$ cat config.mk
export PLATFORM = sky130hd
export DESIGN_NAME = object_tracker_top
export DESIGN_NICKNAME = d
export VERILOG_FILES = /design/src/common/vision_pkg.sv /design/src/hw/cam_capture/cam_byte_assembler.sv /design/src/hw/cam_capture/cam_line_tracker.sv /design/src/hw/motor_direction.sv /design/src/hw/object_tracker_top.sv /design/src/hw/pixel_proc/centroid_accumulator.sv /design/src/hw/pixel_proc/gray_threshold.sv
export SDC_FILE = /design/constraint.sdc
export NUM_CORES = 1
export LEC_CHECK = 0
export BUFFER_PORTS_ARGS = -buffer_cell sky130_fd_sc_hd__buf_2
export CAP_MARGIN = 20
export CORE_MARGIN = 2
export CORE_UTILIZATION = 50
export CTS_CLUSTER_DIAMETER = 200
export DETAILED_ROUTE_END_ITERATION = 8
export PLACE_DENSITY_LB_ADDON = 0.2
export SLEW_MARGIN = 30
export SYNTH_ARGS = -nofsm -noshare
export SYNTH_HDL_FRONTEND = slang
export SYNTH_HIERARCHICAL = 1
export SYNTH_SLANG_ARGS = --single-unit
$ cat constraint.sdc
create_clock -name pclk -period 4.7 [get_ports pclk]
set_input_delay 0.705 -clock pclk [delete_from_list [all_inputs] [get_ports pclk]]
set_output_delay 0.705 -clock pclk [all_outputs]
set_load 0.03 [all_outputs]
$ cat src/common/vision_pkg.sv
package vision_pkg;

    // ------------------------------------------------------------
    // Pixel and coordinate types
    // ------------------------------------------------------------

    // Column or row index
    typedef logic [9:0] coord_t;

    // One RGB444 camera pixel
    typedef struct packed {
        logic [3:0] r;
        logic [3:0] g;
        logic [3:0] b;
    } rgb444_t;

    // Gray level, also the processed pixel
    typedef logic [3:0] gray_t;

    // ------------------------------------------------------------
    // Centroid types
    // ------------------------------------------------------------

    // Foreground pixel count per frame
    typedef logic [19:0] area_t;

    // Coordinate sum over all foreground pixels
    typedef logic [27:0] coord_sum_t;

    // Pan/tilt direction code
    typedef logic [3:0] motor_dir_t;

    // Bit positions inside motor_dir_t
    localparam int DIR_UP    = 0;
    localparam int DIR_DOWN  = 1;
    localparam int DIR_LEFT  = 2;
    localparam int DIR_RIGHT = 3;

endpackage

$ cat src/hw/cam_capture/cam_byte_assembler.sv
`timescale 1ns/1ps

module cam_byte_assembler #(
    parameter int FRAME_WIDTH = 640
) (
    input  logic                pclk,
    input  logic                r2_rst_pclk,
    input  logic [7:0]          pix_byte,
    input  logic                href,
    output vision_pkg::rgb444_t pix_data,
    output vision_pkg::coord_t  pix_x,
    output logic                pix_valid
);

    import vision_pkg::*;

    // ------------------------------------------------------------
    // Byte pairing state
    // ------------------------------------------------------------

    // Low on the first byte of a pair, high on the second
    logic       byte_phase;
    // Red nibble held from the first byte
    logic [3:0] red_hold;
    // Column of the next pixel in the line
    coord_t     col_cnt;

    // ------------------------------------------------------------
    // Phase, column and strobe
    // ------------------------------------------------------------
    always_ff @(posedge pclk or negedge r2_rst_pclk) begin
        if (!r2_rst_pclk) begin
            byte_phase <= 1'b0;
            col_cnt    <= '0;
            pix_x      <= '0;
            pix_valid  <= 1'b0;
        end else begin
            pix_valid <= 1'b0;
            if (!href) begin
                // Outside a line, restart pairing and column
                byte_phase <= 1'b0;
                col_cnt    <= '0;
                pix_x      <= '0;
            end else if (!byte_phase) begin
                byte_phase <= 1'b1;
            end else begin
                // Second byte completes a pixel
                byte_phase <= 1'b0;
                pix_valid  <= 1'b1;
                pix_x      <= col_cnt;
                // Hold at the last column on overlong lines
                if (col_cnt != coord_t'(FRAME_WIDTH - 1)) begin
                    col_cnt <= col_cnt + 1'b1;
                end
            end
        end
    end

    // ------------------------------------------------------------
    // Pixel data
    // ------------------------------------------------------------
    always_ff @(posedge pclk) begin
        // First byte: xxxx RRRR
        if (href && !byte_phase) begin
            red_hold <= pix_byte[3:0];
        end
        // Second byte: GGGG BBBB
        if (href && byte_phase) begin
            pix_data <= '{r: red_hold, g: pix_byte[7:4], b: pix_byte[3:0]};
        end
    end

endmodule

$ cat src/hw/cam_capture/cam_line_tracker.sv
`timescale 1ns/1ps

module cam_line_tracker #(
    parameter int FRAME_HEIGHT = 480
) (
    input  logic               pclk,
    input  logic               r2_rst_pclk,
    input  logic               href,
    input  logic               vsync,
    output vision_pkg::coord_t line_y,
    output logic               line_ready,
    output logic               frame_end
);

    import vision_pkg::*;

    // Delayed copies for edge detection
    logic href_d1;
    logic vsync_d1;
    logic vsync_d2;

    // Edge strobes
    logic href_fall;
    logic vsync_fall;
    logic vsync_rise;

    assign href_fall  = href_d1 && !href;
    // Vsync edges come from the two delayed copies
    assign vsync_fall = vsync_d2 && !vsync_d1;
    assign vsync_rise = vsync_d1 && !vsync_d2;

    // ------------------------------------------------------------
    // Row counter and line/frame pulses
    // ------------------------------------------------------------
    always_ff @(posedge pclk or negedge r2_rst_pclk) begin
        if (!r2_rst_pclk) begin
            href_d1    <= 1'b0;
            vsync_d1   <= 1'b0;
            vsync_d2   <= 1'b0;
            line_y     <= '0;
            line_ready <= 1'b0;
            frame_end  <= 1'b0;
        end else begin
            href_d1    <= href;
            vsync_d1   <= vsync;
            vsync_d2   <= vsync_d1;
            line_ready <= 1'b0;
            // End of frame when vsync goes active
            frame_end  <= vsync_rise;

            // New frame starts at row 0
            if (vsync_fall) begin
                line_y <= '0;
            end

            // Line finished, move to the next row
            if (href_fall) begin
                line_ready <= 1'b1;
                if (line_y == coord_t'(FRAME_HEIGHT - 1)) begin
                    line_y <= '0;
                end else begin
                    line_y <= line_y + 1'b1;
                end
            end
        end
    end

endmodule

$ cat src/hw/motor_direction.sv
`timescale 1ns/1ps

module motor_direction #(
    parameter int FRAME_WIDTH  = 640,
    parameter int FRAME_HEIGHT = 480,
    parameter int DEADBAND     = 16
) (
    input  logic                   pclk,
    input  logic                   r2_rst_pclk,
    input  logic                   motion_enable,
    input  vision_pkg::coord_t     centroid_x,
    input  vision_pkg::coord_t     centroid_y,
    input  logic                   centroid_valid,
    input  logic                   centroid_update,
    output vision_pkg::motor_dir_t direction
);

    import vision_pkg::*;

    // Frame centre
    localparam int CENTER_X = FRAME_WIDTH / 2;
    localparam int CENTER_Y = FRAME_HEIGHT / 2;

    motor_dir_t code_next;

    // ------------------------------------------------------------
    // Centre window compare
    // ------------------------------------------------------------
    always_comb begin
        code_next = '0;
        // Pan, target off to one side
        code_next[DIR_LEFT]  = int'(centroid_x) < CENTER_X - DEADBAND;
        code_next[DIR_RIGHT] = int'(centroid_x) > CENTER_X + DEADBAND;
        // Tilt, row 0 is the top
        code_next[DIR_UP]    = int'(centroid_y) < CENTER_Y - DEADBAND;
        code_next[DIR_DOWN]  = int'(centroid_y) > CENTER_Y + DEADBAND;
    end

    // ------------------------------------------------------------
    // Direction register
    // ------------------------------------------------------------
    always_ff @(posedge pclk or negedge r2_rst_pclk) begin
        if (!r2_rst_pclk) begin
            direction <= '0;
        end else if (!motion_enable) begin
            direction <= '0;
        end else if (centroid_update) begin
            // No target, no motion
            direction <= centroid_valid ? code_next : '0;
        end
    end

endmodule

$ cat src/hw/object_tracker_top.sv
`timescale 1ns/1ps

module object_tracker_top #(
    parameter int FRAME_WIDTH  = 640,
    parameter int FRAME_HEIGHT = 480,
    parameter int MIN_AREA     = 64,
    parameter int DEADBAND     = 16
) (
    input  logic                   pclk,
    input  logic                   r2_rst_pclk,
    // Camera bus
    input  logic [7:0]             pix_byte,
    input  logic                   vsync,
    input  logic                   href,
    // Processing controls
    input  logic                   threshold_enable,
    input  vision_pkg::gray_t      threshold_value,
    input  logic                   motion_enable,
    // Pixel stream
    output vision_pkg::gray_t      processed_pixel,
    output logic                   processed_valid,
    output vision_pkg::coord_t     cam_line_y,
    output logic                   cam_line_ready,
    // Tracking results
    output vision_pkg::coord_t     centroid_x,
    output vision_pkg::coord_t     centroid_y,
    output logic                   centroid_valid,
    output logic                   centroid_update,
    output vision_pkg::area_t      blob_area,
    output vision_pkg::motor_dir_t motor_direction
);

    import vision_pkg::*;

    // Assembled camera pixels
    rgb444_t pix_data;
    coord_t  pix_x;
    logic    pix_valid;

    // Frame boundary
    logic    frame_end;

    // Gray stage to accumulator
    logic    proc_fg;
    coord_t  proc_x;
    coord_t  proc_y;

    // ------------------------------------------------------------
    // Camera capture
    // ------------------------------------------------------------
    cam_byte_assembler #(
        .FRAME_WIDTH (FRAME_WIDTH)
    ) i_byte_asm (
        .pclk        (pclk),
        .r2_rst_pclk (r2_rst_pclk),
        .pix_byte    (pix_byte),
        .href        (href),
        .pix_data    (pix_data),
        .pix_x       (pix_x),
        .pix_valid   (pix_valid)
    );

    cam_line_tracker #(
        .FRAME_HEIGHT (FRAME_HEIGHT)
    ) i_line_trk (
        .pclk        (pclk),
        .r2_rst_pclk (r2_rst_pclk),
        .href        (href),
        .vsync       (vsync),
        .line_y      (cam_line_y),
        .line_ready  (cam_line_ready),
        .frame_end   (frame_end)
    );

    // ------------------------------------------------------------
    // Pixel processing
    // ------------------------------------------------------------
    gray_threshold i_gray (
        .pclk             (pclk),
        .r2_rst_pclk      (r2_rst_pclk),
        .pix_data         (pix_data),
        .pix_x            (pix_x),
        // Row of the line being captured
        .pix_y            (cam_line_y),
        .pix_valid        (pix_valid),
        .threshold_enable (threshold_enable),
        .threshold_value  (threshold_value),
        .processed_pixel  (processed_pixel),
        .proc_fg          (proc_fg),
        .proc_x           (proc_x),
        .proc_y           (proc_y),
        .proc_valid       (processed_valid)
    );

    centroid_accumulator #(
        .MIN_AREA (MIN_AREA)
    ) i_centroid (
        .pclk            (pclk),
        .r2_rst_pclk     (r2_rst_pclk),
        .proc_fg         (proc_fg),
        .proc_x          (proc_x),
        .proc_y          (proc_y),
        .proc_valid      (processed_valid),
        .frame_end       (frame_end),
        .centroid_x      (centroid_x),
        .centroid_y      (centroid_y),
        .centroid_valid  (centroid_valid),
        .centroid_update (centroid_update),
        .blob_area       (blob_area)
    );

    // ------------------------------------------------------------
    // Pan/tilt direction
    // ------------------------------------------------------------
    motor_direction #(
        .FRAME_WIDTH  (FRAME_WIDTH),
        .FRAME_HEIGHT (FRAME_HEIGHT),
        .DEADBAND     (DEADBAND)
    ) i_motor_dir (
        .pclk            (pclk),
        .r2_rst_pclk     (r2_rst_pclk),
        .motion_enable   (motion_enable),
        .centroid_x      (centroid_x),
        .centroid_y      (centroid_y),
        .centroid_valid  (centroid_valid),
        .centroid_update (centroid_update),
        .direction       (motor_direction)
    );

endmodule

$ cat src/hw/pixel_proc/centroid_accumulator.sv
`timescale 1ns/1ps

module centroid_accumulator #(
    parameter int MIN_AREA = 64
) (
    input  logic               pclk,
    input  logic               r2_rst_pclk,
    input  logic               proc_fg,
    input  vision_pkg::coord_t proc_x,
    input  vision_pkg::coord_t proc_y,
    input  logic               proc_valid,
    input  logic               frame_end,
    output vision_pkg::coord_t centroid_x,
    output vision_pkg::coord_t centroid_y,
    output logic               centroid_valid,
    output logic               centroid_update,
    output vision_pkg::area_t  blob_area
);

    import vision_pkg::*;

    localparam int SUM_W   = $bits(coord_sum_t);
    localparam int REM_W   = $bits(area_t);
    // Divider word is {remainder, dividend/quotient}
    localparam int STATE_W = REM_W + SUM_W;
    localparam int CNT_W   = $clog2(SUM_W);
    localparam int COORD_W = $bits(coord_t);

    // Per-frame accumulators
    area_t      count_acc;
    coord_sum_t sum_x_acc;
    coord_sum_t sum_y_acc;

    // Shared divider control
    logic             busy;
    logic [CNT_W-1:0] bit_cnt;
    logic             start_div;
    logic             short_frame;

    // Divider datapath, one word per axis
    area_t              divisor;
    logic [STATE_W-1:0] div_x;
    logic [STATE_W-1:0] div_y;
    logic [STATE_W-1:0] div_x_next;
    logic [STATE_W-1:0] div_y_next;

    // ------------------------------------------------------------
    // One restoring division step
    // ------------------------------------------------------------
    function automatic logic [STATE_W-1:0] div_step(
        input logic [STATE_W-1:0] cur,
        input area_t              den
    );
        logic [REM_W:0] trial;
        logic [REM_W:0] diff;
        // Remainder shifted left with the next dividend bit
        trial = cur[STATE_W-1 -: REM_W+1];
        diff  = trial - {1'b0, den};
        if (trial >= {1'b0, den}) begin
            return {diff[REM_W-1:0], cur[SUM_W-2:0], 1'b1};
        end
        return {trial[REM_W-1:0], cur[SUM_W-2:0], 1'b0};
    endfunction

    assign div_x_next  = div_step(div_x, divisor);
    assign div_y_next  = div_step(div_y, divisor);
    // Frame end while dividing is dropped
    assign start_div   = frame_end && !busy;
    // Too small a blob skips the division
    assign short_frame = count_acc < area_t'(MIN_AREA);

    // ------------------------------------------------------------
    // Accumulate foreground pixels
    // ------------------------------------------------------------
    always_ff @(posedge pclk or negedge r2_rst_pclk) begin
        if (!r2_rst_pclk) begin
            count_acc <= '0;
            sum_x_acc <= '0;
            sum_y_acc <= '0;
        end else if (start_div) begin
            count_acc <= '0;
            sum_x_acc <= '0;
            sum_y_acc <= '0;
        end else if (proc_valid && proc_fg) begin
            count_acc <= count_acc + 1'b1;
            sum_x_acc <= sum_x_acc + coord_sum_t'(proc_x);
            sum_y_acc <= sum_y_acc + coord_sum_t'(proc_y);
        end
    end

    // ------------------------------------------------------------
    // Divider sequencing and results
    // ------------------------------------------------------------
    always_ff @(posedge pclk or negedge r2_rst_pclk) begin
        if (!r2_rst_pclk) begin
            busy            <= 1'b0;
            bit_cnt         <= '0;
            centroid_update <= 1'b0;
            centroid_valid  <= 1'b0;
            centroid_x      <= '0;
            centroid_y      <= '0;
            blob_area       <= '0;
        end else begin
            centroid_update <= 1'b0;
            if (start_div) begin
                if (short_frame) begin
                    // Report area only, coordinates hold
                    centroid_update <= 1'b1;
                    centroid_valid  <= 1'b0;
                    blob_area       <= count_acc;
                end else begin
                    busy    <= 1'b1;
                    bit_cnt <= CNT_W'(SUM_W - 1);
                end
            end else if (busy) begin
                bit_cnt <= bit_cnt - 1'b1;
                // Last step, quotient complete
                if (bit_cnt == '0) begin
                    busy            <= 1'b0;
                    centroid_update <= 1'b1;
                    centroid_valid  <= 1'b1;
                    blob_area       <= divisor;
                    centroid_x      <= div_x_next[COORD_W-1:0];
                    centroid_y      <= div_y_next[COORD_W-1:0];
                end
            end
        end
    end

    // Load sums at start, then shift-subtract
    always_ff @(posedge pclk) begin
        if (start_div) begin
            divisor <= count_acc;
            div_x   <= {{REM_W{1'b0}}, sum_x_acc};
            div_y   <= {{REM_W{1'b0}}, sum_y_acc};
        end else if (busy) begin
            div_x <= div_x_next;
            div_y <= div_y_next;
        end
    end

endmodule

$ cat src/hw/pixel_proc/gray_threshold.sv
`timescale 1ns/1ps

module gray_threshold (
    input  logic                pclk,
    input  logic                r2_rst_pclk,
    input  vision_pkg::rgb444_t pix_data,
    input  vision_pkg::coord_t  pix_x,
    input  vision_pkg::coord_t  pix_y,
    input  logic                pix_valid,
    input  logic                threshold_enable,
    input  vision_pkg::gray_t   threshold_value,
    output vision_pkg::gray_t   processed_pixel,
    output logic                proc_fg,
    output vision_pkg::coord_t  proc_x,
    output vision_pkg::coord_t  proc_y,
    output logic                proc_valid
);

    import vision_pkg::*;

    // ------------------------------------------------------------
    // Gray level and threshold compare
    // ------------------------------------------------------------

    // R + 2G + B, at most 60
    logic [5:0] weighted_sum;
    gray_t      gray_level;
    logic       is_fg;

    assign weighted_sum = {2'b00, pix_data.r} + {1'b0, pix_data.g, 1'b0} + {2'b00, pix_data.b};
    // Divide by 4, truncated
    assign gray_level   = weighted_sum[5:2];
    assign is_fg        = gray_level >= threshold_value;

    // ------------------------------------------------------------
    // Output stage
    // ------------------------------------------------------------

    // Strobe
    always_ff @(posedge pclk or negedge r2_rst_pclk) begin
        if (!r2_rst_pclk) begin
            proc_valid <= 1'b0;
        end else begin
            proc_valid <= pix_valid;
        end
    end

    // Pixel, flag and coordinates move with the strobe
    always_ff @(posedge pclk) begin
        if (pix_valid) begin
            // Binary image when thresholding, gray otherwise
            if (threshold_enable) begin
                processed_pixel <= is_fg ? 4'hf : 4'h0;
            end else begin
                processed_pixel <= gray_level;
            end
            proc_fg <= is_fg;
            proc_x  <= pix_x;
            proc_y  <= pix_y;
        end
    end

endmodule

Word level (Yosys, flattened, before mapping):

Cells that the tools add are included.

* input port bits: 18
* logic and storage cells: 135
* register bits: 323
* output and inout bits: 62

* magnitude comparators: 8
* mux-type cells: 53
* bitwise logic cells: 1
* add/subtract/negate cells: 10
* reduce and logical (&&, ||, !) cells: 21
* equal/unequal tests: 7

Operators by type and width (number)
* $mux 28: 8
* $mux 48: 4
* $mux 20: 6
* $mux 10: 8
* $add 28x10->28: 2
* $ge 21x20->1: 2
* $sub 20x20->20: 2
* $add 10x1->10 const B: 2
* $add 20x1->20 const B: 1
* $gt 10x9->1 const B: 2
* $lt 20x7->1 const B: 1
* $mux 4: 5
* $mux 1: 19
* $mux 5: 3
* $eq 10x9->1 const B: 1
* $lt 10x8->1 const B: 1
* $lt 10x9->1 const B: 1
* $ne 10x10->1 const B: 1
* $reduce_bool 2->1: 4
* $logic_and 1x1->1: 7
* $add 4x5->6: 1
* $add 6x4->6: 1
* $ne 2x1->1 const B: 3
* $reduce_and 3->1: 2
* other kinds (7): 13

Depth between registers and ports, before layout:

Gate-level depths: netlist (run 1).

* word-level depth: 5
* mapped depth: 13
* depth with buffers taken out: 12

Cells and area by module:

Netlist (run 1), hierarchy kept.

Modules (own cells, without submodules)
* centroid_accumulator: sequential area each 6185.9 sq um, area an instance 13020.0 sq um, cells an instance 1380, instances 1
* cam_byte_assembler: sequential area each 1031.0 sq um, area an instance 1544.0 sq um, cells an instance 120, instances 1
* gray_threshold: sequential area each 775.7 sq um, area an instance 1127.3 sq um, cells an instance 64, instances 1
* cam_line_tracker: sequential area each 375.4 sq um, area an instance 685.7 sq um, cells an instance 65, instances 1
* motor_direction: sequential area each 100.1 sq um, area an instance 254.0 sq um, cells an instance 27, instances 1

Worst setup path before layout (run 1):

Ideal clock, no wire load.

* kind: register to register
* start point: reg, netlist name i_byte_asm/pix_data[2]
* end point: reg i_gray.processed_pixel[0], data pin
* required time: 4.443 ns
* setup time: 0.257 ns
* period minus slack after synthesis: 2.770 ns
* path slack: 1.930 ns
* cell stages (with the launch flop): 12
* data arrival time: 2.513 ns
* buffers on the path: 0
* path through: edfxtp_1 fa_1 inv_1 fa_1 nor2b_1 o21ai_0 nand2b_1 ha_1 a21oi_1 o21ai_2 or2_4 a21boi_1

* word-level cells in the longest chain between the ends: 4

RTL lines
* $add 6x4->6: RTL line gray_threshold.sv:30 `assign weighted_sum = {2'b00, pix_data.r} + {1'b0, pix_data.g, 1'b0} + {2'b00, pix_data.b};`
* $ge 4x4->1: RTL line gray_threshold.sv:33 `assign is_fg = gray_level >= threshold_value;`
* via i_gray.is_fg: RTL line gray_threshold.sv:28 `logic is_fg;`
* $mux 4: RTL line gray_threshold.sv:53 `processed_pixel <= is_fg ? 4'hf : 4'h0;`
* $mux 4: RTL line gray_threshold.sv:52 `if (threshold_enable) begin`
* end signal, assigned: RTL line gray_threshold.sv:53
* end signal, assigned: RTL line gray_threshold.sv:55 `processed_pixel <= gray_level;`
* end, declared: RTL line gray_threshold.sv:12 `output vision_pkg::gray_t processed_pixel,`

The timed path passes the listed nets, and every way through them passes these cells.
A chain may end at the register's enable or synchronous reset.

Worst setup path in the final report (run 1):

* start point: reg i_centroid.divisor[1]
* end point: reg i_centroid.div_x[31]

* word-level cells in the longest chain between the ends: 3
* elaborated cells between the ends (all ways): 5
* classes of those cells: 1 x add/sub; 1 x order compare; 3 x mux

RTL lines
* start, declared: RTL line centroid_accumulator.sv:41 `area_t divisor;`
* start signal, assigned: RTL line centroid_accumulator.sv:133 `divisor <= count_acc;`
* $sub 20x20->20 or $ge 21x20->1 (tied branches): RTL line centroid_accumulator.sv:58, centroid_accumulator.sv:59
* $mux 48 or $mux 1 (tied branches): RTL line centroid_accumulator.sv:59 `if (trial >= {1'b0, den}) begin`
* $mux 48 (*): RTL line centroid_accumulator.sv:62 `return {trial[REM_W-1:0], cur[SUM_W-2:0], 1'b0};`
* end signal, assigned: RTL line centroid_accumulator.sv:134 `div_x <= {{REM_W{1'b0}}, sum_x_acc};`
* end signal, assigned: RTL line centroid_accumulator.sv:137 `div_x <= div_x_next;`
* end, declared: RTL line centroid_accumulator.sv:42 `logic [STATE_W-1:0] div_x;`

Mark *: on every way between the ends. The rest lies on a longest branch, timed or not. The select of a mux whose other input is x is not followed.

==> flow_summary.json, run 1 <==
{
  "status": "complete, no violations",
  "cts_made_buffers": 36,
  "cts_setup_buffers": 0,
  "area_growth_pct": 11.4,
  "ys_warn_count": 6,
  "remaining_drc_errors": 0,
  "start_kind": "flip-flop",
  "ys.flop_type": "dfrtp_1",
  "required_ns": 5.09,
  "synth.avg_cell_area_um2": 10.0,
  "cap_violations": 0,
  "setup_viol": 0,
  "wl_per_cell_um": 16.8,
  "dp_cells": 2126,
  "synth_xor_xnor_area_share_pct": 4.85,
  "die_y_um": 186,
  "fin_setup_tns_ns": 0,
  "clk_latency_ns": 0.52,
  "ys_seq_area_share_pct": 50.9,
  "fp.coreArea_um2": 32600,
  "p_leak_nw": 8.15,
  "io_buffers": 79,
  "hold_path.class": "in2async",
  "cts_tree": "built",
  "rsz0062_at_grt": "false",
  "hold_viol_final": 0,
  "max-slew-margin-rel_pct": 40.3,
  "cts_sinks": 323,
  "ctsLongestPathBuffers": 3,
  "cts_resized": 0,
  "synth_compound_area_share_pct": 13.9,
  "start_util_pct": 51.0,
  "wl_met2_um": 18700,
  "arrival_ns": 3.76,
  "setup.worst_path.class": "reg2reg",
  "hold_buffers": 0,
  "rows": 66,
  "synthesis.area_um2": 16600,
  "met3_length_um": 1260,
  "drt_iter0_markers": 783,
  "grt_max_degree": 97,
  "clockRootBuffer": "clkbuf_16",
  "ys_ff_latch": 323,
  "ant_nets": 0,
  "place.gp.congestion": 0.895,
  "track_usage_pct": 21.2,
  "vias_per_cell": 5.57,
  "cp_cell_sequence": "inv_1, ha_1, nor2b_1, o31ai_1, a21oi_2, a21oi_2, a211o_1, a31o_1, buf_4, mux2i_1, o21ai_0",
  "peakVddDrop_mv": 0.357,
  "dp_hpwl_um": 25700,
  "stdcell_count": 2192,
  "slowest_stage": "a31o_1",
  "synth-edff-count": 117,
  "worstMarginPinSlew_ns": 0.895,
  "fin_nets": 1820,
  "synth_fa_ha_area_share_pct": 6.38,
  "muxShareOfSynthArea_pct": 2.85,
  "powerDensity_nw_per_um2": 618,
  "synthSimpleGateAreaFrac_pct": 17.8,
  "grt_pass1_wl_um": 61200,
  "top_layer_used": "met4",
  "drive_above_1_share_pct": 12.0,
  "critPathBufInv": 2,
  "via_count": 12200,
  "max_freq_ghz": 0.296,
  "clk_pin_slew_ns": 0.06,
  "antenna_cells": 0,
  "cp_max_fo": 21,
  "antenna_found_initial": 0,
  "wl_met1_um": 16100,
  "wirelength_um": 36900,
  "synth_cell_type_count": 89,
  "first_pass_iters": 5,
  "slowest_delay_ns": 0.66,
  "synth_top_family_by_area": "simple AND/OR/NAND/NOR gates",
  "htree_levels": 2,
  "crit_path_frequent_cell": "a21oi_2",
  "async_flop_share_pct": 51.4,
  "slew_violations": 0,
  "crit_family": "compound AO/OA/AOI/OAI gates",
  "globalRouteOverflowTotal": 0,
  "power_mw": 11.5,
  "chipWidth_um": 186,
  "ios": 80,
  "syn_inst": 1656,
  "fin_crit_ns": 3.38,
  "die-area_um2": 34700,
  "skew_ns": 0.0147,
  "grt_pass1_vias": 12000,
  "period_share_pct": 71.8,
  "end_kind": "flip-flop",
  "synth_nets": 1754
}
[synth_stat cells (6+ instances only)]
master | n | area (um2)
o21a_1 | 10 | 75.1
buf_2 | 6 | 30.0
o311ai_0 | 7 | 61.3
or3_1 | 20 | 125
dfxtp_1 | 40 | 801
buf_1 | 8 | 30.0
fa_1 | 8 | 160
inv_1 | 66 | 248
nor4_1 | 10 | 62.6
and3_1 | 14 | 87.6
xnor2_1 | 54 | 473
edfxtp_1 | 117 | 3510
o21ai_0 | 68 | 340
a32oi_1 | 7 | 61.3
dfrtp_1 | 166 | 4150
a21oi_2 | 6 | 52.6
and2_1 | 15 | 93.8
a21o_1 | 18 | 135
nand3_1 | 50 | 250
o21ai_1 | 7 | 35.0
nor3_1 | 24 | 120
nor2b_1 | 13 | 81.3
nand2b_1 | 11 | 68.8
a31oi_1 | 26 | 163
nand4_1 | 14 | 87.6
or4_1 | 8 | 60.1
a21oi_1 | 81 | 405
a221o_1 | 6 | 60.1
nand2_1 | 313 | 1170
mux2_2 | 19 | 214
clkbuf_1 | 44 | 165
nor2_1 | 130 | 488
o31ai_1 | 11 | 82.6
ha_1 | 72 | 901
mux2i_1 | 26 | 260
a211oi_1 | 9 | 67.6
xor2_1 | 38 | 333
o211ai_1 | 11 | 82.6
[worst paths after layout]
kind / from / to / slack (ns) / cells after the start
max: i_centroid/divisor[1]$_DFFE_PP_ / i_centroid/div_x[31]$_SDFFE_PP0P_ / 1.32 / 11
min: r2_rst_pclk / i_line_trk/line_y[6]$_DFFE_PN0P_ / 0.27 / 1
max reg2reg: i_centroid/divisor[1]$_DFFE_PP_ / i_centroid/div_x[31]$_SDFFE_PP0P_ / 1.32 / 11
min reg2reg: i_line_trk/vsync_d1$_DFF_PN0_ / i_line_trk/vsync_d2$_DFF_PN0_ / 0.39 / 0
max in group asynchronous: r2_rst_pclk / i_centroid/count_acc[19]$_DFFE_PN0P_ / 3.34 / 2
min in group pclk: vsync / i_line_trk/vsync_d1$_DFF_PN0_ / 0.29 / 1
[cells in the final DEF, fill, tap and decap left out, drive strengths merged, types with 8 or more instances in the layout]
master	Yosys	routed
nand2	313	313
dfrtp	166	166
nor2	130	130
edfxtp	117	117
buf	21	92
a21oi	87	87
o21ai	79	79
ha	72	72
inv	68	70
xnor2	54	54
clkbuf	44	51
nand3	50	50
dfxtp	40	40
xor2	38	38
a31oi	26	26
mux2i	26	26
nor3	25	25
or3	20	20
mux2	19	19
a21o	19	19
and2	16	16
and3	14	14
nand4	14	14
nor2b	14	14
o311ai	14	14
o31ai	13	13
o211ai	12	12
nand2b	12	12
clkinv	0	12
nor4	11	11
o21a	10	10
a211oi	10	10
or4	9	9
fa	8	8
[metal layers]
metal / track usage (%) / up-vias
met5: 0 / -
met1: 26.9 / 5918
li1: - / 6010
met4: 6.09 / 0
met3: 2.71 / 57
met2: 38.1 / 221
[power by group]
| part | total, mW | internal [mW] | switching [mW] |
|---|---|---|---|
| Sequential | 4.42 | 3.84 | 0.576 |
| Combinational | 4.37 | 1.76 | 2.60 |
| Clock | 2.67 | 1.55 | 1.12 |
| Total | 11.5 | 7.16 | 4.30 |
[area by class of cell]
| class | count | area (um2) |
|---|---|---|
| Clock buffer | 50 | 1000 |
| Multi-Input combinational cell | 1200 | 7620 |
| Inverter | 68 | 258 |
| Tap cell | 442 | 553 |
| Fill cell | 2863 | 14100 |
| Timing Repair Buffer | 93 | 509 |
| Sequential cell | 323 | 8470 |
| Clock inverter | 16 | 110 |
[per-stage QoR]
| stage | worst slack, ns | area, um2 | hold slack, ns | util [%] |
|---|---|---|---|---|
| final | 1.32 | 18500 | 0.266 | 56.8 |
| after global routing | 1.08 | 18500 | 0.279 | 56.8 |
| after CTS | 1.37 | 18500 | 0.271 | 56.8 |
| after detailed placement | 1.36 | 17400 | 0.372 | 53.4 |
| after global placement | 1.49 | 17400 | 0.375 | 53.4 |
| after floorplan | 1.93 | 16600 | 0.354 | - |
[kinds of logic after synthesis]
| family | count (synthesis) |
|---|---|
| AOI/OAI and AO/OA | 335 |
| xor gates and xnor gates | 92 |
| adders and majority gates | 80 |
| buffers and inverters | 133 |
| DFF | 323 |
| muxes | 45 |
| and+or+nand+nor | 648 |
[flip-flops by register name, summed over array words and instances (netlist names), 12 cells and up]
signal / count
i_centroid/div_y: 48
i_centroid/blob_area: 20
i_centroid/sum_x_acc: 28
i_centroid/count_acc: 20
i_centroid/div_x: 48
i_centroid/sum_y_acc: 28
i_byte_asm/pix_data: 12
i_centroid/divisor: 20
Power figures use the tool's default switching activity.
==> inputs of run 2 (changes only) <==
==> constraint.sdc (replaced) <==
create_clock -name pclk -period 3.1 [get_ports pclk]
set_input_delay 0.465 -clock pclk [delete_from_list [all_inputs] [get_ports pclk]]
set_output_delay 0.465 -clock pclk [all_outputs]
set_load 0.03 [all_outputs]
==> run 2 against run 1 <==
Net effect:
- combinational power grew 53%
- via count grew 1.0%
- count of clock-buffer cells in the layout is the same
- critical path type unchanged
- worst hold slack worse by 0.20 ns
- clock skew up 0.0044 ns
- fmax up 16%
==> flow_summary.json, run 2 (synthesis results as in run 1) <==
{
  "chipWidth_um": 186,
  "start_util_pct": 51.0,
  "cts_tree": "built",
  "placed_cell_area_um2": 17500,
  "switching_share_pct": 37.0,
  "final_cell_mix": "nand2_1 (312), dfrtp_1 (165), nor2_1 (129)",
  "reg2reg_depth": 11,
  "worstMarginPinSlew_ns": 0.865,
  "setup_viol": 0,
  "whs_path_depth": 1,
  "power.share.clock_pct": 24.6,
  "reg_top3": "i_centroid/div_x (48), i_centroid/div_y (48)",
  "ios": 80,
  "status": "complete, no violations",
  "clk_pin_slew_ns": 0.06,
  "fin_nets": 1829,
  "wirelength_um": 37100,
  "drt_iter0_markers": 689,
  "die_y_um": 186,
  "rsz0062_at_grt": "false",
  "antenna_cells": 0,
  "power.internal_mw": 11.2,
  "ctsLongestPathBuffers": 3,
  "fp.coreArea_um2": 32600,
  "seqPwrFrac_pct": 37.7,
  "die-area_um2": 34700,
  "remaining_drc_errors": 0,
  "htree_levels": 2,
  "slew_violations": 0,
  "slowest_stage": "fa_1",
  "powerDensity_nw_per_um2": 946,
  "wl_per_cell_um": 16.8,
  "end_kind": "flip-flop",
  "max-slew-margin-rel_pct": 42.2,
  "hold_viol_final": 0,
  "fin_setup_tns_ns": 0,
  "peakVddDrop_mv": 0.419,
  "fin_crit_ns": 2.92,
  "dp_hpwl_um": 25700,
  "hold_path.class": "in2reg",
  "globalRouteOverflowTotal": 0,
  "slowest_delay_ns": 0.57,
  "p_leak_nw": 8.26,
  "fillers": 2821,
  "arrival_ns": 3.19,
  "cts_setup_buffers": 0,
  "start_kind": "flip-flop",
  "place.gp.congestion": 0.866,
  "first_pass_iters": 5,
  "cts_made_buffers": 37,
  "vias_per_cell": 5.60,
  "final_common_cell": "nand2_1",
  "cap_violations": 0,
  "setup.worst_path.class": "reg2reg",
  "max_freq_ghz": 0.343,
  "crit_path_frequent_cell": "fa_1",
  "clockRootBuffer": "clkbuf_16",
  "cts_sinks": 323,
  "p_sw_mw": 6.56,
  "ant_nets": 0,
  "grt_pass1_wl_um": 61300,
  "area_growth_pct": 12.7,
  "track_usage_pct": 21.4,
  "required_ns": 3.37,
  "rows": 66,
  "cp_cell_sequence": "fa_1, inv_1, fa_1, nor2b_1, o21ai_0, nand2b_1, ha_1, a21oi_2, o21ai_2, or2_4, a21boi_1",
  "stdcell_area_um2": 18700,
  "antenna_found_initial": 0,
  "grt_pass1_vias": 12100,
  "period_share_pct": 94.1,
  "io_buffers": 79,
  "grt_max_degree": 64,
  "clk_latency_ns": 0.52,
  "drive_above_1_share_pct": 12.7,
  "via_count": 12300,
  "skew_ns": 0.0191,
  "pwr-share-comb_pct": 37.8,
  "cp_max_fo": 4
}
## run 2: changes by cell type in the layout (fill, tap and decap cells not counted), sizes merged
cell / change
buf: +8
bufinv: +2
clkbuf: -1
dlygate4sd3: +1
inv: -1
## run 2: path summary, 6_finish.rpt
| path | to | slack [ns] | startpoint |
|---|---|---|---|
| max in group asynchronous | i_centroid/blob_area[14]$_DFFE_PN0P_ | 1.89 | r2_rst_pclk |
| setup / recovery | i_gray/processed_pixel[0]$_DFFE_PP_ | 0.18 | i_byte_asm/pix_data[2]$_DFFE_PP_ |
| hold reg to reg | i_line_trk/vsync_d2$_DFF_PN0_ | 0.38 | i_line_trk/vsync_d1$_DFF_PN0_ |
| hold / removal | i_line_trk/vsync_d1$_DFF_PN0_ | 0.06 | vsync |
| setup reg to reg | i_gray/processed_pixel[0]$_DFFE_PP_ | 0.18 | i_byte_asm/pix_data[2]$_DFFE_PP_ |
| min in group asynchronous | i_line_trk/line_y[6]$_DFFE_PN0P_ | 0.48 | r2_rst_pclk |
## run 2: layer usage
layer	track usage, %	wire, um
met1	26.9	15900
met4	8.77	1300
met2	37.1	18400
met5	0	0
met3	3.16	1480
## run 2: through the flow
step / utilization, % / std cells / hold slack [ns] / setup slack (ns) / total power, mW
3_3_place_gp: 53.7 / 2133 / 0.374 / 0.230 / 13.2
3_5_place_dp: 53.7 / 2133 / 0.370 / 0.158 / 13.4
6_report: 57.5 / 2201 / 0.0624 / 0.183 / 17.7
2_1_floorplan: - / 1656 / 0.169 / 0.330 / 11.8
5_1_grt: 57.5 / 2201 / 0.0410 / 0.00117 / 18.9
4_1_cts: 57.5 / 2201 / 0.0454 / 0.143 / 17.8
## run 2: final cells by class
class	count	area, um2	area share (%)
inverter	68	258	1.37
clock buffer	50	1040	5.53
multi-input combinational	1200	7620	40.7
clock inverter	17	186	0.994
sequential	323	8470	45.2
timing repair buffer	101	619	3.30
tap	442	553	2.95
## run 2: power by group through the flow
stage,sequential (mW),clock [mW],combinational [mW]
after floorplan,6.97,0,4.79
after global placement,6.72,0,6.51
after detailed placement,6.75,0,6.68
after CTS,6.68,4.46,6.71
after global routing,6.81,4.64,7.46
final,6.68,4.36,6.69
## run 2: repair_timing
action                     4_1_cts  5_1_grt
hold buffers                     1        0
hold endpoints to repair        53        0
setup endpoints to repair        0        4
gates resized for setup          0        1
## run 2: critical path, delay by kind of cell (launching register included)
kind                       cells  cell delay (ns)
and+or+nand+nor                3             0.47
buffers and inverters          1             0.06
AOI/OAI and AO/OA              4             0.43
DFF                            1             0.39
adders and majority gates      3             1.30
